File: config.mk
export PLATFORM = sky130hd
export DESIGN_NAME = bg_fetch
export DESIGN_NICKNAME = d
export VERILOG_FILES = /design/src/verilog/line_pkg.sv /design/src/verilog/bg_fetch.sv
export SDC_FILE = /design/constraint.sdc
export NUM_CORES = 1
export LEC_CHECK = 0
export ABC_CLOCK_PERIOD_IN_PS = 4330
export BUFFER_PORTS_ARGS = -buffer_cell sky130_fd_sc_hd__buf_2
export CAP_MARGIN = 5
export CORE_UTILIZATION = 53
export CTS_BUF_LIST = sky130_fd_sc_hd__clkbuf_16
export CTS_CLUSTER_SIZE = 24
export DETAILED_ROUTE_END_ITERATION = 16
export GPL_TIMING_DRIVEN = 1
export PLACE_DENSITY = 0.83
export SLEW_MARGIN = 20
export SYNTH_ARGS = -nofsm -noshare
export SYNTH_HDL_FRONTEND = slang
export SYNTH_SLANG_ARGS = --single-unit
export TNS_END_PERCENT = 5
File: constraint.sdc
create_clock -name clka -period 4.33 [get_ports clka]
set_input_delay 0.433 -clock clka [delete_from_list [all_inputs] [get_ports clka]]
set_output_delay 0.433 -clock clka [all_outputs]
set_load 0.05 [all_outputs]
File: src/verilog/line_pkg.sv
// Scanline composer types
`default_nettype none

package line_pkg;

    // One pixel, also one host data byte
    typedef logic [7:0] pixel_t;

    // Tile word, two pixels with the low byte first
    typedef logic [15:0] word_t;

    // Tile memory byte address on the host side
    typedef logic [11:0] tile_addr_t;

    // Tile memory word address on the fetch side
    typedef logic [10:0] word_addr_t;

    // Sprite line memory byte address
    typedef logic [7:0] spr_addr_t;

    // Sprite value that lets the background show through
    localparam pixel_t transparent_pix = 8'h00;

    // Fetcher states, shared by both fetch paths
    typedef enum logic {
        fetch_idle,
        fetch_active
    } fetch_state_t;

endpackage

`default_nettype wire

File: src/verilog/bg_fetch.sv
// Background tile fetcher
`default_nettype none
`timescale 1ns/1ns

module bg_fetch #(
    parameter int line_pixels = 64
) (
    input  bit                   clka,
    input  bit                   rst,
    input  bit                   line_start,
    input  line_pkg::word_addr_t bg_base,
    output line_pkg::word_addr_t word_addr,
    input  line_pkg::word_t      word_data,
    output line_pkg::pixel_t     bg_pix,
    output bit                   bg_valid,
    output bit                   bg_last
);

    localparam int cnt_w = $clog2(line_pixels);
    localparam logic [cnt_w-1:0] last_cnt = cnt_w'(line_pixels - 1);

    line_pkg::fetch_state_t state;
    logic [cnt_w-1:0]       pix_cnt;
    line_pkg::word_addr_t   next_addr;

    // Issue stage, lines up with the registered address
    logic iss_valid;
    logic iss_last;
    logic iss_high;
    // Data stage, lines up with the RAM output
    logic dat_high;

    // Walk the line, one pixel per cycle
    always_ff @(posedge clka) begin
        if (rst) begin
            state   <= line_pkg::fetch_idle;
            pix_cnt <= '0;
        end else if (state == line_pkg::fetch_idle) begin
            // Start pulse is only seen while idle
            if (line_start) begin
                state   <= line_pkg::fetch_active;
                pix_cnt <= '0;
            end
        end else begin
            pix_cnt <= pix_cnt + 1'b1;
            if (pix_cnt == last_cnt) begin
                state <= line_pkg::fetch_idle;
            end
        end
    end

    // New word on even pixels, held across the odd one
    always_ff @(posedge clka) begin
        if (state == line_pkg::fetch_idle && line_start) begin
            next_addr <= bg_base;
        end else if (state == line_pkg::fetch_active && !pix_cnt[0]) begin
            word_addr <= next_addr;
            next_addr <= next_addr + 1'b1;
        end
        iss_high <= pix_cnt[0];
        dat_high <= iss_high;
    end

    // Valid and last follow the address through the RAM latency
    always_ff @(posedge clka) begin
        if (rst) begin
            iss_valid <= 1'b0;
            iss_last  <= 1'b0;
            bg_valid  <= 1'b0;
            bg_last   <= 1'b0;
        end else begin
            iss_valid <= (state == line_pkg::fetch_active);
            iss_last  <= (state == line_pkg::fetch_active) && (pix_cnt == last_cnt);
            bg_valid  <= iss_valid;
            bg_last   <= iss_last;
        end
    end

    // Low byte is the even pixel
    assign bg_pix = dat_high ? word_data[15:8] : word_data[7:0];

    a_last_in_line: assert property (
        @(posedge clka) disable iff (rst) bg_last |-> bg_valid
    ) else $error("bg_fetch: last pixel outside a valid line");

endmodule

`default_nettype wire

== After elaboration in Yosys (flattened, before gate mapping) ==
Index checks and enable logic that the tools add are counted.
W data, S select, Z words.
Storage, ports and cells
  flip-flop bits (word level): 35
  input port bits: 30
  output and inout bits: 21
  word-level logic and storage cells: 30
Operators by class
  add/subtract/negate cells: 2
  equality and inequality tests: 1
  multiplexer cells: 8
  bitwise gates (word level): 2
  reduce and logical (&&, ||, !) cells: 7
Operators with widths (number)
  $mux W11: 2
  $mux W6: 2
  $add A11 B1 Y11 const B: 1
  $mux W8: 1
  $add A6 B1 Y6 const B: 1
  $eq A6 B6 Y1 const B: 1
  $reduce_bool A2 Y1: 2
  $logic_and A1 B1 Y1: 3
  $mux W1: 3
  $not A1 Y1: 2
  $reduce_and A2 Y1: 1
  $logic_not A1 Y1: 1

== Logic depth before layout (Yosys ltp) ==
Gate-level depths: netlist of the first run.
  depth in word-level cells: 4
  mapped depth: 5
  gate-level depth less buffers: 4

== Least setup slack after synthesis of the first run ==
OpenSTA, ideal clock, no wires.
  kind: input -> register
  from: input port line_start
  to: register next_addr[0] (enable)
  library setup time: 0.401 ns
  arrival: 1.268 ns
  data required time: 3.929 ns
  path slack: 2.661 ns
  cell stages on the path: 4
  buffers on the path: 2
  path through: nand2b_1 > clkbuf_1 > buf_2 > o21ai_0
Between the ends
  word-level cells in the longest chain between the ends: 2
RTL lines
  from (decl): line bg_fetch.sv:10  | input bit line_start,
  $logic_and A1 B1 Y1: line bg_fetch.sv:54  | if (state == line_pkg::fetch_idle && line_start) begin
  $reduce_bool A2 Y1 (no source line)
  to (signal assigned): line bg_fetch.sv:55  | next_addr <= bg_base;
  to (signal assigned): line bg_fetch.sv:58  | next_addr <= next_addr + 1'b1;
  to (decl): line bg_fetch.sv:24  | line_pkg::word_addr_t next_addr;
No other way between the ends.
A chain may end at the register's enable or synchronous reset.

== Final worst setup path of the first run ==
  from: register state
  to: register next_addr[3] (enable)
Between the ends
  word-level cells in the longest chain between the ends: 3
RTL lines
  from (decl): line bg_fetch.sv:22  | line_pkg::fetch_state_t state;
  from (signal assigned): line bg_fetch.sv:36  | state <= line_pkg::fetch_idle;
  from (signal assigned): line bg_fetch.sv:41  | state <= line_pkg::fetch_active;
  from (signal assigned): line bg_fetch.sv:47  | state <= line_pkg::fetch_idle;
  $not A1 Y1: line bg_fetch.sv:54
  $logic_and A1 B1 Y1: line bg_fetch.sv:54
  $reduce_bool A2 Y1 (no source line) *
Mark *: on every way between the ends. The rest lies on a longest branch, timed or not.

==> results of run 1 <==
==> kinds of logic after synthesis <==
logic type               after synthesis  synth area share
AND/OR/NAND/NOR                       54             0.184
flip-flops                            35             0.602
AO/OA/AOI/OAI                         27             0.101
buffers and inverters                  8            0.0204
multiplexers                           8            0.0589
XOR/XNOR                               3            0.0172
adder cells (fa/ha/maj)                2            0.0164
==> worst max-delay path: cells and delay by family (launching register included) <==
family | cells | cell delay (ns)
AO/OA/AOI/OAI | 1 | 0.36
buffers and inverters | 1 | 0.27
flip-flops | 1 | 0.57
AND/OR/NAND/NOR | 1 | 0.52
==> final timing paths <==
check	to	slack, ns	cells after the start
min	dat_high	0.32	0
min reg2reg	dat_high	0.32	0
max reg2reg	next_addr[3]	2.37	3
max	next_addr[3]	2.37	3
==> metal layers <==
metal | track usage | wire, um
met5 | 0 | 0
met4 | 0.125 | 83
met3 | 0.0907 | 159
met2 | 0.379 | 1640
met1 | 0.272 | 1400
==> cell usage after synthesis <==
cell	count	share of area
a211oi_1	1	0.0049
a21oi_1	8	0.026
a31oi_1	5	0.020
and4_1	1	0.0057
buf_2	1	0.0033
clkbuf_1	5	0.012
dfxtp_1	13	0.17
edfxtp_1	22	0.43
ha_1	2	0.016
inv_1	2	0.0049
mux2_2	8	0.059
nand2_1	13	0.032
nand2b_1	2	0.0082
nand3_1	8	0.026
nand3_2	1	0.0065
nand4_1	2	0.0082
nor2_1	12	0.029
nor2b_1	4	0.016
nor3_1	1	0.0033
nor3b_1	2	0.0098
o211ai_1	1	0.0049
o21ai_0	9	0.029
o311ai_0	1	0.0057
o31ai_1	2	0.0098
or3_1	1	0.0041
or3_2	2	0.0098
or4_1	5	0.025
xnor2_1	1	0.0057
xor2_1	2	0.011
==> per-stage QoR <==
stage	worst slack (ns)	std cells	utilization	hold slack, ns
2_1_floorplan	2.66	137	-	0.310
4_1_cts	2.40	221	0.709	0.326
5_1_grt	2.15	221	0.709	0.346
6_report	2.37	221	0.709	0.324
3_3_place_gp	2.52	213	0.659	0.317
3_5_place_dp	2.42	213	0.659	0.314
==> power by group through the flow <==
stage,logic [W],registers (W),clock network [W]
global route,0.000156,0.000422,0.000349
detailed placement,0.000144,0.000425,0
CTS,0.000146,0.000419,0.000332
global placement,0.000139,0.000423,0
finish,0.000145,0.000419,0.000330
floorplan,0.0000776,0.000447,0
==> area by class of cell <==
cell class	instances	area, um2
repair buffers	51	258
well taps	31	38.8
clock inverters	3	11.3
inverters	2	7.51
multi-input cells	94	578
flip-flops and latches	35	921
fillers	190	795
clock buffers	5	125
==> metrics.txt, run 1 <==
Root Buffer=clkbuf_16; residual DRC count=0; Yosys reg bits=35; Final Setup Violations=0; WP data arrival=1.99 ns; crit path cell chain=nand2b_1 > o21ai_0 > buf_4; RR Startpoint=state; Die Ht=between 50 and 60 um; pin count of the biggest net entering global routing=17; clk_lat worst skew=0.28 ns; Worst setup SP type=register; CTS Sinks=35; commonest cells after routing, fill and taps aside=buf_2 (50), edfxtp_1 (22), nand2_1 (13), dfxtp_1 (13), nor2_1 (12); Die Area=between 3000 and 4000 um2; P_sw=0.000250 W; f_max=511 MHz; hold_buf cts=0; slew margin rel.=0.330; H-tree lvl count=2; min-delay src=iss_high; cts bufs inserted=5; io pins=51; Total GRT Usage=0.236; Post-DP HPWL=2.38 mm; RSZ-0062 raised after global routing=false; Logic pwr share=0.162; GP Congestion=0.807; drt first pass iters=4; initial antenna violation count=0; CP peak stage delay=0.57 ns; Setup Fix Bufs, Post-CTS=0; leakage power total=approximately 0.76 nW; antenna-violating nets left=0; routed len/inst=approximately 15 um; yosys warns=0; slowest cell on the critical path=dfxtp_1; Largest regs=next_addr: 11 flops, word_addr: 11 flops, pix_cnt: 6 flops; input/output buffers=50; worst path required time=4.36 ns; nets=221; Area after DPL=roughly 1800 um2; drt first-iter violations=36; Worst Tran Pin Value=1.00 ns; Slew Viols, Final=0; most common cell after layout, fill and taps aside=buf_2; Fin Clk Skew=0.00610 ns; final instance area=1940 um2; final wirelength=3.28 mm; Fin. Hold Viols=0; Max rail drop VDD=0.445 mV; DR vias/cell=about 5.7; Critical Path Sink Type=register; first-pass GRT wire length=5.38 mm; post-layout minimum cycle time=around 2.0 ns; CTS tree=done; Starting Density=0.560; number of global-route vias before repair=around 1200; sw frac=0.279; via count=1259; post-synth cell types=29; status=finished clean; Area Growth Syn to Fin=26.7%; Die Wd=55.7 um; P_int=0.000644 W; Cells after Synth=137; CTS Buffer Depth=2; Inserted Diodes=0; Hold Crit Class=reg -> reg; Net Count, Synth=169; Seq pwr share=0.469; post-synthesis area per instance=~11 um2; clk slew on worst S/H paths=0.05 ns; Setup crit start=state; Clock power frac=0.369; Placement Rows=19; synthesized cell area=1530 um2; Pwr Density=about 460 nW/um2; final period utilization=0.452; setup TNS=0 ns; global route overflow=0; post-CTS sizing=0; # Max-Cap Violations=0; Core Area=between 2000 and 3000 um2; sequential share of the synthesized area=0.602; CP max FO=16; share of cells above drive strength 1=0.353; kind of critical path=reg -> reg; Power Total=0.000894 W
(Power assumes the default switching activity.)
==> run 2: changes to the inputs <==
--- a/config.mk
+++ b/config.mk
@@ -5,15 +5,16 @@
 export SDC_FILE = /design/constraint.sdc
 export NUM_CORES = 1
 export LEC_CHECK = 0
-export ABC_CLOCK_PERIOD_IN_PS = 4330
+export ABC_AREA = 1
+export ABC_CLOCK_PERIOD_IN_PS = 1750
 export BUFFER_PORTS_ARGS = -buffer_cell sky130_fd_sc_hd__buf_2
 export CAP_MARGIN = 5
-export CORE_UTILIZATION = 53
+export CORE_UTILIZATION = 45
 export CTS_BUF_LIST = sky130_fd_sc_hd__clkbuf_16
 export CTS_CLUSTER_SIZE = 24
 export DETAILED_ROUTE_END_ITERATION = 16
 export GPL_TIMING_DRIVEN = 1
-export PLACE_DENSITY = 0.83
+export PLACE_DENSITY = 0.75
 export SLEW_MARGIN = 20
 export SYNTH_ARGS = -nofsm -noshare
 export SYNTH_HDL_FRONTEND = slang
==> constraint.sdc (replaced) <==
create_clock -name clka -period 1.75 [get_ports clka]
set_input_delay 0.175 -clock clka [delete_from_list [all_inputs] [get_ports clka]]
set_output_delay 0.175 -clock clka [all_outputs]
set_load 0.05 [all_outputs]
==> run 2 against run 1 <==
Sequential power grew to 2.6 times the previous value. Hold slack lost 0.16 ns. Clock skew shrank 0.0021 ns. Non-clock buffer count is the same. Critical path depth shrank 1. Die area grew 23%. Wire length shrank 10%. Via count shrank 1.2%.
==> metrics.txt, run 2 <==
status=finished clean; Max rail drop VDD=0.751 mV; Largest regs=next_addr: 11 flops, word_addr: 11 flops, pix_cnt: 6 flops; slew margin rel.=0.687; Critical Path Sink Type=output pin; Fin. Hold Viols=0; # Max-Cap Violations=0; via count=1244; clk_lat worst skew=0.28 ns; share of cells above drive strength 1=0.339; async set or reset register ratio after synthesis=0; Post-DP HPWL=2.19 mm; Yosys reg bits=35; most common cell after layout, fill and taps aside=buf_2; Root Buffer=clkbuf_16; io pins=between 50 and 60; Placement Rows=21; residual DRC count=0; commonest cells after routing, fill and taps aside=buf_2 (50), nand2_1 (49), edfxtp_1 (22); slowest cell on the critical path=dfxtp_1; nets=255; Die Wd=61.9 um; WP data arrival=1.40 ns; Core Area=3390 um2; synthesized cell area=between 1500 and 2000 um2; worst hold slack=~0.17 ns; Setup Fix Bufs, Post-CTS=0; H-tree lvl count=2; DR vias/cell=4.61; kind of critical path=reg -> out; CP max FO=8; Finished Layout Cells=270; Inserted Diodes=0; Hold Crit Class=in -> reg; Post-synth EDFFs=22; drt first-iter violations=54; Fin Clk Skew=around 0.004 ns; yosys warns=0; DP Worst Slack=around 0.35 ns; drt first pass iters=4; final period utilization=0.898; post-layout worst setup margin=about 0.18 ns; most used flip-flop cell after synthesis=edfxtp_1; f_max=about 640 MHz; number of global-route vias before repair=~1100; global route overflow=0; Worst Tran Pin Value=0.469 ns; Cells after Synth=169; final wirelength=2.94 mm; CP bufs+invs=1; Die Ht=61.9 um; Area Growth Syn to Fin=25.9%; pin count of the biggest net entering global routing=17; Synth area leader=edfxtp_1; post-layout minimum cycle time=between 1.5 and 2 ns; worst path required time=1.57 ns; Starting Density=0.477; post-synth cell types=26; clk slew on worst S/H paths=0.05 ns; first-pass GRT wire length=4.75 mm; crit path cell chain=mux2_2 > buf_2; most frequent cell after synthesis=nand2_1; Worst setup SP type=register; antenna-violating nets left=0; hold_buf cts=0; R2R Setup Slk=0.35 ns; initial antenna violation count=0; setup TNS=0 ns; Die Area=around 3800 um2; leakage power total=0.933 nW; CTS Sinks=35; CTS tree=done; Pwr Density=roughly 1200 nW/um2; synth top area cells=edfxtp_1 (41%), dfxtp_1 (16%), nand2_1 (11%), mux2_2 (5.6%), nand3_1 (4.0%); Placed Cells incl. Taps=approximately 260; Synth top cells by count=nand2_1 (49), edfxtp_1 (22), inv_1 (17), dfxtp_1 (13), nand3_1 (13); Power Total=0.00239 W; input/output buffers=50; post-synthesis area per instance=9.56 um2; GP Congestion=0.768; routed len/inst=10.9 um; Total GRT Usage=0.180; Slew Viols, Final=0; sequential share of the synthesized area=0.570; Net Count, Synth=201; CTS Buffer Depth=2; Final Setup Violations=0; RSZ-0062 raised after global routing=false; post-CTS sizing=0; cts bufs inserted=5; Crit path max-delay family=flip-flops; CP peak stage delay=0.51 ns; top cell type's share of synthesized area=0.409
run 2: cell types whose count changed after synthesis, moves of 3 or more:
cell / before / now
nand2_1: 13 / 49
inv_1: 2 / 17
a31oi_1: 5 / 0
clkbuf_1: 5 / 0
nand3_1: 8 / 13
or4_1: 5 / 0
nor2b_1: 4 / 0
a21oi_1: 8 / 5
o21ai_1: 0 / 3
run 2: metal layers:
| metal | up-vias | part of all wire | global-route usage |
|---|---|---|---|
| met5 | - | 0 | 0 |
| met4 | 0 | 0.019 | 0.0857 |
| met3 | 5 | 0.048 | 0.0725 |
| met2 | 31 | 0.46 | 0.270 |
| met1 | 547 | 0.47 | 0.226 |
| li1 | 661 | - | - |
run 2: cell type report:
cell class              count  area (um2)
fillers                   290        1360
flip-flops and latches     35         921
multi-input cells         111         588
repair buffers             51         258
clock buffers               5         125
inverters                  19        71.3
well taps                  46        57.6
clock inverters             3        12.5
run 2: worst reg2reg max path, cell delays in order, from the launching register on:
cell	delay [ns]
dfxtp_1	0.38
inv_2	0.10
nor2_1	0.14
inv_1	0.07
nand2_1	0.36
run 2: final timing paths:
path / from / to / depth (start not counted)
hold / removal: bg_base[2] / next_addr[2] / 3
setup reg to reg: state / next_addr[1] / 4
setup / recovery: dat_high / bg_pix[6] / 2
hold reg to reg: iss_high / dat_high / 0
run 2: cell families (layout without fill, tap and decap cells):
family	Yosys count	after routing	synth area share
simple gates	84	84	0.235
flops	35	35	0.570
buf+inv	23	78	0.0658
mux	8	8	0.0558
fa+ha+maj	2	2	0.0155
compound gates	16	16	0.0527
xor+xnor	1	1	0.00542
run 2: power by group:
group | internal, W | total [W] | switching, W
combinational | 0.000141 | 0.000476 | 0.000335
clock | 0.000514 | 0.000822 | 0.000308
sequential | 0.00101 | 0.00109 | 0.0000800
run 2: through the flow:
stage | utilization | cell area, um2
2_1_floorplan | - | 1620
4_1_cts | 0.600 | 2030
3_5_place_dp | 0.559 | 1900
6_report | 0.600 | 2030
3_3_place_gp | 0.559 | 1900
5_1_grt | 0.600 | 2030
