$ cat src/verilog/line_pkg.sv
// Scanline composer types
`default_nettype none

package line_pkg;

    // One pixel, also one host data byte
    typedef logic [7:0] pixel_t;

    // Tile word, two pixels with the low byte first
    typedef logic [15:0] word_t;

    // Tile memory byte address on the host side
    typedef logic [11:0] tile_addr_t;

    // Tile memory word address on the fetch side
    typedef logic [10:0] word_addr_t;

    // Sprite line memory byte address
    typedef logic [7:0] spr_addr_t;

    // Sprite value that lets the background show through
    localparam pixel_t transparent_pix = 8'h00;

    // Fetcher states, shared by both fetch paths
    typedef enum logic {
        fetch_idle,
        fetch_active
    } fetch_state_t;

endpackage

`default_nettype wire

$ cat src/verilog/pixel_mix.sv
// Sprite over background mixer
`default_nettype none
`timescale 1ns/1ns

module pixel_mix (
    input  bit               clka,
    input  bit               rst,
    input  line_pkg::pixel_t bg_pix,
    input  bit               bg_valid,
    input  bit               bg_last,
    input  line_pkg::pixel_t spr_pix,
    output line_pkg::pixel_t pixel_out,
    output bit               pixel_valid,
    output bit               line_done
);

    line_pkg::pixel_t mix_pix;

    // Opaque sprite pixel has priority
    always_comb begin
        if (spr_pix != line_pkg::transparent_pix) begin
            mix_pix = spr_pix;
        end else begin
            mix_pix = bg_pix;
        end
    end

    always_ff @(posedge clka) begin
        pixel_out <= mix_pix;
    end

    // Valid and last ride with the pixel
    always_ff @(posedge clka) begin
        if (rst) begin
            pixel_valid <= 1'b0;
            line_done   <= 1'b0;
        end else begin
            pixel_valid <= bg_valid;
            line_done   <= bg_last;
        end
    end

    a_done_valid: assert property (
        @(posedge clka) disable iff (rst) line_done |-> pixel_valid
    ) else $error("pixel_mix: line_done without pixel_valid");

endmodule

`default_nettype wire

$ cat config.mk
export PLATFORM = sky130hd
export DESIGN_NAME = pixel_mix
export DESIGN_NICKNAME = d
export VERILOG_FILES = /design/src/verilog/line_pkg.sv /design/src/verilog/pixel_mix.sv
export SDC_FILE = /design/constraint.sdc
export NUM_CORES = 1
export LEC_CHECK = 0
export ABC_AREA = 1
export BUFFER_PORTS_ARGS = -buffer_cell sky130_fd_sc_hd__buf_2
export CORE_AREA = 2 2 39 41
export DETAILED_ROUTE_END_ITERATION = 12
export DIE_AREA = 0 0 41 43
export PLACE_DENSITY_LB_ADDON = 0.1
export SLEW_MARGIN = 30
export SYNTH_ARGS = -nofsm -noshare
export SYNTH_HDL_FRONTEND = slang
export SYNTH_SLANG_ARGS = --single-unit
$ cat constraint.sdc
create_clock -name clka -period 1.3 [get_ports clka]
set_input_delay 0.065 -clock clka [delete_from_list [all_inputs] [get_ports clka]]
set_output_delay 0.065 -clock clka [all_outputs]
set_load 0.02 [all_outputs]
-- Word-level counts from Yosys, hierarchy flattened
Index checks and enable logic that the tools add are counted.
- register bits after elaboration: 10
- input bits: 20
- logic and storage cells: 5
- output and inout bits: 10
- reduce and logical (&&, ||, !) cells: 1
- muxes and demuxes: 1
- operator list (kind ; number):
    8-bit two-way mux ; 1
    8-bit nonzero test ; 1

-- Depth between registers and ports, before layout
Gate-level depths: netlist of the first run.
- depth after elaboration: 2
- mapped depth: 5
- mapped depth without buffers: 5

-- Worst setup path before layout of the first run
No wires, ideal clock.
- path kind: input-to-reg
- from: input port spr_pix[1]
- to: register pixel_out[0]
- arrival time: 0.499 ns
- cell stages on the path: 5
- path slack: 0.743 ns
- data required time: 1.242 ns
- library setup time: 0.058 ns
- buffers on the path: 0
- cell sequence: nor2_1 -> nand2_1 -> nor2_4 -> nand2_1 -> nand2_1
- word-level cells in the longest chain between the ends: 2
- ends and longest elaborated chain (element ; line ; source):
    from (decl) ; pixel_mix.sv:11 ; input line_pkg::pixel_t spr_pix,
    8-bit nonzero test ; pixel_mix.sv:21 ; if (spr_pix != line_pkg::transparent_pix) begin
    8-bit two-way mux ; pixel_mix.sv:21 ;
    via mix_pix[0] ; pixel_mix.sv:17 ; line_pkg::pixel_t mix_pix;
    to (signal assigned) ; pixel_mix.sv:29 ; pixel_out <= mix_pix;
    to (decl) ; pixel_mix.sv:12 ; output line_pkg::pixel_t pixel_out,
The timed path passes the listed nets, and every way through them passes these cells.
A chain may end at the register's enable or synchronous reset.

-- Worst setup path after layout of the first run
- from: input port bg_pix[1]
- to: register pixel_out[1]
- word-level cells in the longest chain between the ends: 1
- ends and longest elaborated chain (element ; line ; source):
    from (decl) ; pixel_mix.sv:8 ; input line_pkg::pixel_t bg_pix,
    8-bit two-way mux ; pixel_mix.sv:21 ;
    via mix_pix[1] ; pixel_mix.sv:17 ;
The timed path passes the listed nets, and every way through them passes these cells.

==> flow_summary.yaml, run 1 <==
routing:
  drt-initial-drc-count: 2
  routedWlPerCell_microns: 7.170
  first_pass_iters: 4
  vias_per_cell: 3.670
  ant_nets: 0
  vias: 389
  routed_wl_microns: 760
  drc_errors: 0
power_and_ir_drop:
  peakVddDrop_v: 0.0004134
  comb_power_share: 0.181
  p_per_area_nw_per_um2: 972.8
  net-switching-power_mw: 0.1458
  switching_share: 0.2281
  p_int_mw: 0.4932
  total_power_mw: 0.6390
  leakagePower_nw: 0.3690
  clkPwrFrac: 0.309
  p_seq_frac: 0.510
place:
  dpl.hpwl_microns: 546.4
  gp_congestion: 0.6452
  portBuffers: 29
worst_setup_path:
  cp_max_fo: 1
  required_ns: 1.44
  start_kind: "primary input"
  path_class: "primary input to flip-flop"
  crit_arrival_ns: 1.35
  crit_path_end_kind: "flip-flop"
clock_tree:
  clockRootBuffer: "clkbuf_4"
  cts_tree: "built"
  cts_sinks: 10
  htreeDepth: 1
  clockBufferDepth: 2
  cts.repair.resized: 0
  clkTransAtPathRegs_ns: 0.06
  numCtsBuffers: 3
floorplanning:
  start_util: 0.2450
  fp-row-count: 14
  coreArea_sq_um: 1384
  die_w_microns: 41
  ioPinCount: 30
  die_y_microns: 43
  die-area_sq_um: 1763
global_routing:
  grt-ovfl-total: 0
  antenna_found_initial: 0
  grt_use_total: 0.09960
  use_met1: 0.1003
  first_global_vias: 337
  grt_pass1_wl_mm: 1.138
  grt.met3_usage: 0.03141
  grt_max_degree: 9
  use_met2: 0.1469
  grt_busiest_layer: "met2"
yosys:
  yosysMostFrequentCell: "nand2_1"
  synthFlopType: "dfxtp_1"
  yosys_warnings: 0
  synth_seq_area_share: 0.5904
  synth.largest_area_cell: "dfxtp_1"
  synth_top_area_share: 0.5904
  syn_nets: 65
  synthCells: 45
  synth_edf_count: 0
  synth_seq_cells: 10
  synth_area_sq_um: 339.1
  synthArstFlopShare: 0
  synthTopCellsByCount: "18 x nand2_1, 10 x dfxtp_1, 10 x inv_1, 6 x nor2_1, 1 x nor2_4"
  synth_cell_type_count: 5
  synthTopCellsByArea: "dfxtp_1 59%, nand2_1 20%, inv_1 11%"
  postSynthAreaPerCell_sq_um: 7.535
sta:
  finalSetupViolations: 0
  hold-worst-slack_ns: 0.007851
  worst_slew_pin_slew_ns: 0.1837
  post-route-min-period_ns: 1.209
  grt_setup_unrepaired: "no"
  slew_violations: 0
  max_freq_ghz: 0.8274
  hold_viol: 0
  period_share: 0.9297
  final.setup.tns_ns: 0
  slew_headroom: 0.8773
final_layout:
  drive_above_1_share: 0.3667
  diodes: 0
  finalNetCount: 112
  area_growth_pct: 93.73
worst_hold_path:
  hold_path.class: "primary input to flip-flop"
flow_run:
  cap_viol_max_count: 0
run_status:
  outcome: "finished, final reports clean"
## power by group through the flow
stage               Combinational, mW  Clock (mW)  Sequential, mW
finish                          0.116       0.198           0.326
detailed placement             0.0864           0           0.333
global placement               0.0873           0           0.333
CTS                             0.116       0.211           0.326
global route                    0.127       0.231           0.327
floorplan                      0.0161           0           0.356
## cell families after synthesis
family / after synthesis / synth area share
DFF: 10 / 0.5904
buffers and inverters: 10 / 0.1107
and+or+nand+nor: 25 / 0.2989
## final timing paths
kind	start	to	slack [ns]	depth (start not counted)
max	bg_pix[1]	pixel_out[1]$_DFF_P_	0.09	5
min	spr_pix[6]	pixel_out[6]$_DFF_P_	0.008	3
## cells in the final DEF, fill, tap and decap left out, drive strengths merged
cell	count
buf	29
nand2	18
dlygate4sd3	13
inv	10
dfxtp	10
nor2	7
clkbuf	3
## through the flow
| stage | instance area, sq um | setup WS [ns] | utilization | cells |
|---|---|---|---|---|
| 2_1_floorplan | 339.1 | 0.7427 | - | 45 |
| 3_3_place_gp | 504.2 | 0.5478 | 0.3644 | 90 |
| 3_5_place_dp | 504.2 | 0.5441 | 0.3644 | 90 |
| 4_1_cts | 656.9 | 0.1112 | 0.4747 | 106 |
| 5_1_grt | 656.9 | 0.04894 | 0.4747 | 106 |
| 6_report | 656.9 | 0.09138 | 0.4747 | 106 |
## routing by layer
layer | wire (microns) | vias to the layer above
met5 | 0 | -
met2 | 378 | 18
met1 | 327 | 152
met3 | 53 | 0
met4 | 0 | 0
li1 | - | 219
## worst max-delay path: stages
cell	delay (ns)
dlygate4sd3_1	0.54
buf_2	0.12
nand2_1	0.05
nand2_1	0.04
dlygate4sd3_1	0.54
## timing repair
action                                  in CTS  in global routing
hold buffers                                13                  0
hold endpoints to repair                    10                  0
setup buffers                                0                  0
endpoints found under the setup margin       0                  0
## registers in the layout (all words and copies together) (netlist names)
register	cells
line_done	1
pixel_out	8
pixel_valid	1
## cell type report
| type | count | area, sq um |
|---|---|---|
| multi-input combinational | 25 | 101.3 |
| sequential | 10 | 200.2 |
| tap | 16 | 20.02 |
| clock buffer | 3 | 22.52 |
| inverter | 10 | 37.54 |
| fill | 153 | 726.9 |
| timing repair buffer | 42 | 275.3 |
(Power assumes the default switching activity.)
==> inputs of run 2 (changes only) <==
--- a/config.mk
+++ b/config.mk
@@ -11,6 +11,7 @@
 export DETAILED_ROUTE_END_ITERATION = 12
 export DIE_AREA = 0 0 41 43
 export PLACE_DENSITY_LB_ADDON = 0.1
+export RECOVER_POWER = 50
 export SLEW_MARGIN = 30
 export SYNTH_ARGS = -nofsm -noshare
 export SYNTH_HDL_FRONTEND = slang
==> flow_summary.yaml, run 2 (same netlist as run 1, synthesis figures left out) <==
routing:
  vias: 389
  routedWlPerCell_microns: 7.179
  drc_errors: 0
  routed_wl_microns: 761
  first_pass_iters: 4
  ant_nets: 0
  vias_per_cell: 3.670
  drt-initial-drc-count: 2
worst_setup_path:
  cpPeakStageDelay_ns: 0.54
  crit_chain: "dlygate4sd3_1 > buf_2 > nand2_1 > nand2_1 > dlygate4sd3_1"
  path_class: "primary input to flip-flop"
  cp_max_fo: 1
  crit_arrival_ns: 1.35
  required_ns: 1.44
  timing.critical_path.max_delay_family: "buffers and inverters"
  crit_path_end_kind: "flip-flop"
  path_buf_inv: 3
  slowest_stage: "dlygate4sd3_1"
  start_kind: "primary input"
  cp.depth: 5
clock_tree:
  numCtsBuffers: 3
  clockBufferDepth: 2
  clkTransAtPathRegs_ns: 0.06
  htreeDepth: 1
  clockRootBuffer: "clkbuf_4"
  cts.repair.resized: 0
  cts_sinks: 10
  cts_tree: "built"
final_layout:
  stdcell_area_sq_um: 650.6
  reg_top3: "pixel_out x8, line_done x1, pixel_valid x1"
  finalNonFillerCells: 106
  layout_commonest_cell: "buf_2"
  filler_cell_count: 157
  diodes: 0
  mostFrequentLayoutCells: "24 x buf_2, 18 x nand2_1, 13 x dlygate4sd3_1, 10 x inv_1, 10 x dfxtp_1"
  finalNetCount: 112
  regMostFlops: "pixel_out"
  drive_above_1_share: 0.3111
  area_growth_pct: 91.88
  largest_reg_flops: 8
sta:
  worst_slew_pin_slew_ns: 0.2584
  grt_setup_unrepaired: "no"
  finalSetupViolations: 0
  slew_violations: 0
  period_share: 0.9297
  max_freq_ghz: 0.8274
  final.setup.tns_ns: 0
  post-route-min-period_ns: 1.209
  hold_viol: 0
  slew_headroom: 0.8285
  hold-worst-slack_ns: 0.007868
global_routing:
  grt_pass1_wl_mm: 1.138
  grt-ovfl-total: 0
  antenna_found_initial: 0
  grt_use_total: 0.09960
  grt_max_degree: 9
  first_global_vias: 337
floorplanning:
  die-area_sq_um: 1763
  die_w_microns: 41
  ioPinCount: 30
  coreArea_sq_um: 1384
  start_util: 0.2450
  die_y_microns: 43
  fp-row-count: 14
place:
  dpl.hpwl_microns: 546.4
  portBuffers: 29
  place_area_sq_um: 504.2
  dpl.cell_count: 90
  gp_congestion: 0.6452
power_and_ir_drop:
  p_per_area_nw_per_um2: 979.5
  peakVddDrop_v: 0.0004135
  leakagePower_nw: 0.3544
worst_hold_path:
  hold_path.class: "primary input to flip-flop"
  whs_path_depth: 3
flow_run:
  cap_viol_max_count: 0
run_status:
  outcome: "finished, final reports clean"
## run 2: cell types whose count changed in the layout (fill, tap and decap cells not counted)
cell,delta
buf_2,-5
clkbuf_1,+5
## run 2: timing repair
action                    4_1_cts  5_1_grt
hold buffers                   13        0
setup buffers                   0        0
hold endpoints to repair       10        0
## run 2: path summary, 6_finish.rpt
kind                        from                    to  slack (ns)
worst max-delay path   bg_pix[1]  pixel_out[1]$_DFF_P_        0.09
worst min-delay path  spr_pix[6]  pixel_out[6]$_DFF_P_       0.008
## run 2: through the flow
step                      worst slack, ns  total power, mW    util
final                             0.09137           0.6373  0.4702
after global routing              0.04894           0.6824  0.4702
after CTS                          0.1112           0.6529  0.4747
after detailed placement           0.5441           0.4194  0.3644
after global placement             0.5478           0.4201  0.3644
after floorplan                    0.7427           0.3719       -
## run 2: layout make-up
| class | instances | area, sq um | share of cell area |
|---|---|---|---|
| repair buffers | 42 | 269.0 | 0.4135 |
| flip-flops and latches | 10 | 200.2 | 0.3077 |
| multi-input cells | 25 | 101.3 | 0.1558 |
| inverters | 10 | 37.54 | 0.05769 |
| clock buffers | 3 | 22.52 | 0.03462 |
| well taps | 16 | 20.02 | 0.03077 |
## run 2: metal layers
layer	track usage	routed length, microns
met5	0	0
met1	0.1003	328
met4	0.1000	0
met3	0.03141	53
met2	0.1469	378
## run 2: tightest hold or removal path, stage by stage
cell and delay (ns):
buf_2 0.09, inv_1 0.03, nand2_1 0.05
## run 2: power by group
group,internal [mW],switching [mW],total [mW]
Combinational,0.0618,0.0515,0.113
Clock,0.106,0.0918,0.198
Sequential,0.323,0.00298,0.326
Total,0.491,0.146,0.637
==> inputs of run 3 (changes only) <==
--- a/config.mk
+++ b/config.mk
@@ -5,7 +5,6 @@
 export SDC_FILE = /design/constraint.sdc
 export NUM_CORES = 1
 export LEC_CHECK = 0
-export ABC_AREA = 1
 export BUFFER_PORTS_ARGS = -buffer_cell sky130_fd_sc_hd__buf_2
 export CORE_AREA = 2 2 39 41
 export DETAILED_ROUTE_END_ITERATION = 12
==> flow_summary.yaml, run 3 <==
run_status:
  outcome: "finished, final reports clean"
yosys:
  synth.largest_area_cell: "dfxtp_1"
  synth-adder-area-share: 0
  synth_area_sq_um: 380.4
  synthArstFlopShare: 0
  postSynthAreaPerCell_sq_um: 11.19
  synth_cell_type_count: 6
  synth_top_area_share: 0.5263
  synth_compound_area_frac: 0.2105
  synth_seq_area_share: 0.5263
  synth_seq_cells: 10
  synth_edf_count: 0
  synth_top_family_by_area: "compound AO/OA/AOI/OAI gates"
  yosys_warnings: 0
  synth_mux_area_frac: 0
  synthTopCellsByCount: "10 x dfxtp_1, 8 x a41o_1, 8 x inv_1, 4 x nor2_1"
  synth_simple_gate_area_frac: 0.1842
  synthFlopType: "dfxtp_1"
  synthCells: 34
  yosysMostFrequentCell: "dfxtp_1"
  synth-xor-area-share: 0
  syn_nets: 54
  synthTopCellsByArea: "dfxtp_1 53%, a41o_1 21%, nor4_4 11%"
final_layout:
  drive_above_1_share: 0.4412
  layout_commonest_cell: "buf_2"
  area_growth_pct: 46.71
  reg_top3: "pixel_out x8, line_done x1, pixel_valid x1"
  finalNetCount: 89
  filler_cell_count: 157
  mostFrequentLayoutCells: "26 x buf_2, 10 x dfxtp_1, 8 x inv_1, 8 x a41o_1, 4 x nor2_1"
  largest_reg_flops: 8
  diodes: 0
  regMostFlops: "pixel_out"
power_and_ir_drop:
  leakagePower_nw: 0.3275
  comb_power_share: 0.147
  p_per_area_nw_per_um2: 1262
  net-switching-power_mw: 0.1649
  p_int_mw: 0.5393
  clkPwrFrac: 0.390
  switching_share: 0.2341
  p_seq_frac: 0.463
  peakVddDrop_v: 0.0006417
worst_setup_path:
  cp.depth: 3
  start_kind: "primary input"
  slowest_stage: "nor4_1"
  crit_chain: "clkbuf_1 > nor4_1 > a41o_1"
  cpPeakStageDelay_ns: 0.62
  path_class: "primary input to flip-flop"
  crit_arrival_ns: 1.06
  required_ns: 1.50
  cp_max_fo: 4
  crit_path_end_kind: "flip-flop"
  path_buf_inv: 1
  timing.critical_path.max_delay_family: "simple AND/OR/NAND/NOR gates"
sta:
  hold_viol: 0
  final.setup.tns_ns: 0
  period_share: 0.6585
  max_freq_ghz: 1.168
  post-route-min-period_ns: 0.8561
  grt_setup_unrepaired: "no"
  finalWorstSetupSlack_ns: 0.4439
  slew_violations: 0
  worst_slew_pin_slew_ns: 0.6620
  slew_headroom: 0.5546
  finalSetupViolations: 0
global_routing:
  grt_pass1_wl_mm: 1.304
  first_global_vias: 342
  grt-ovfl-total: 0
  antenna_found_initial: 0
  grt_use_total: 0.1178
  grt_max_degree: 7
routing:
  routedWlPerCell_microns: 10.45
  vias_per_cell: 4.571
  drt-initial-drc-count: 5
  first_pass_iters: 3
  ant_nets: 0
  routed_wl_microns: 878
  drc_errors: 0
  vias: 384
clock_tree:
  cts.repair.resized: 0
  clockBufferDepth: 2
  cts_tree: "built"
  clkTransAtPathRegs_ns: 0.07
  post_cts_buffers: 0
  clockRootBuffer: "clkbuf_4"
  numCtsBuffers: 3
  htreeDepth: 1
  cts_sinks: 10
  hold_buffers: 1
place:
  gp_congestion: 0.7313
  portBuffers: 29
  dpl.hpwl_microns: 707.7
  place_ws_ns: 0.4437
floorplanning:
  die-area_sq_um: 1763
  start_util: 0.2749
  die_y_microns: 43
  fp-row-count: 14
  die_w_microns: 41
  ioPinCount: 30
  coreArea_sq_um: 1384
worst_hold_path:
  whs_path_depth: 2
  hold_path.class: "primary input to flip-flop"
flow_run:
  cap_viol_max_count: 0
-- run 3: per-stage QoR --
step / instances / hold WS, ns / power, mW / util / instance area (sq um)
2_1_floorplan: 34 / 0.1366 / 0.3820 / - / 380.4
3_3_place_gp: 79 / 0.2457 / 0.4455 / 0.3942 / 545.5
3_5_place_dp: 79 / 0.2435 / 0.4455 / 0.3942 / 545.5
4_1_cts: 84 / 0.002396 / 0.7360 / 0.4277 / 591.8
5_1_grt: 84 / 0.002308 / 0.7552 / 0.4033 / 558.0
6_report: 84 / 0.01120 / 0.7041 / 0.4033 / 558.0
-- run 3: cell type report --
| class | instances | area [sq um] | area share |
|---|---|---|---|
| clock buffers | 4 | 36.28 | 0.06502 |
| inverters | 8 | 30.03 | 0.05381 |
| multi-input cells | 16 | 120.1 | 0.2152 |
| flip-flops and latches | 10 | 200.2 | 0.3587 |
| well taps | 16 | 20.02 | 0.03587 |
| repair buffers | 30 | 151.4 | 0.2713 |
-- run 3: cell families (layout without fill, tap and decap cells) --
kind of cell	count (synthesis)	count (layout)
flops	10	10
simple gates	8	8
buf+inv	8	42
compound gates	8	8
-- run 3: power by group through the flow --
| stage | clock (mW) | combinational (mW) | sequential [mW] |
|---|---|---|---|
| after CTS | 0.295 | 0.115 | 0.326 |
| after floorplan | 0 | 0.0258 | 0.356 |
| after global placement | 0 | 0.112 | 0.334 |
| final | 0.275 | 0.103 | 0.326 |
| after global routing | 0.313 | 0.114 | 0.328 |
| after detailed placement | 0 | 0.112 | 0.333 |
-- run 3: layer usage --
metal,GRT usage,vias to the layer above,share of wire
li1,-,191,-
met1,0.1006,175,0.36
met2,0.1813,16,0.53
met3,0.09948,2,0.10
met4,0.06000,0,0.013
met5,0,-,0
-- run 3: path summary, 6_finish.rpt --
path	to	startpoint
max	pixel_out[1]$_DFF_P_	spr_pix[4]
min	pixel_valid$_SDFF_PP0_	bg_valid
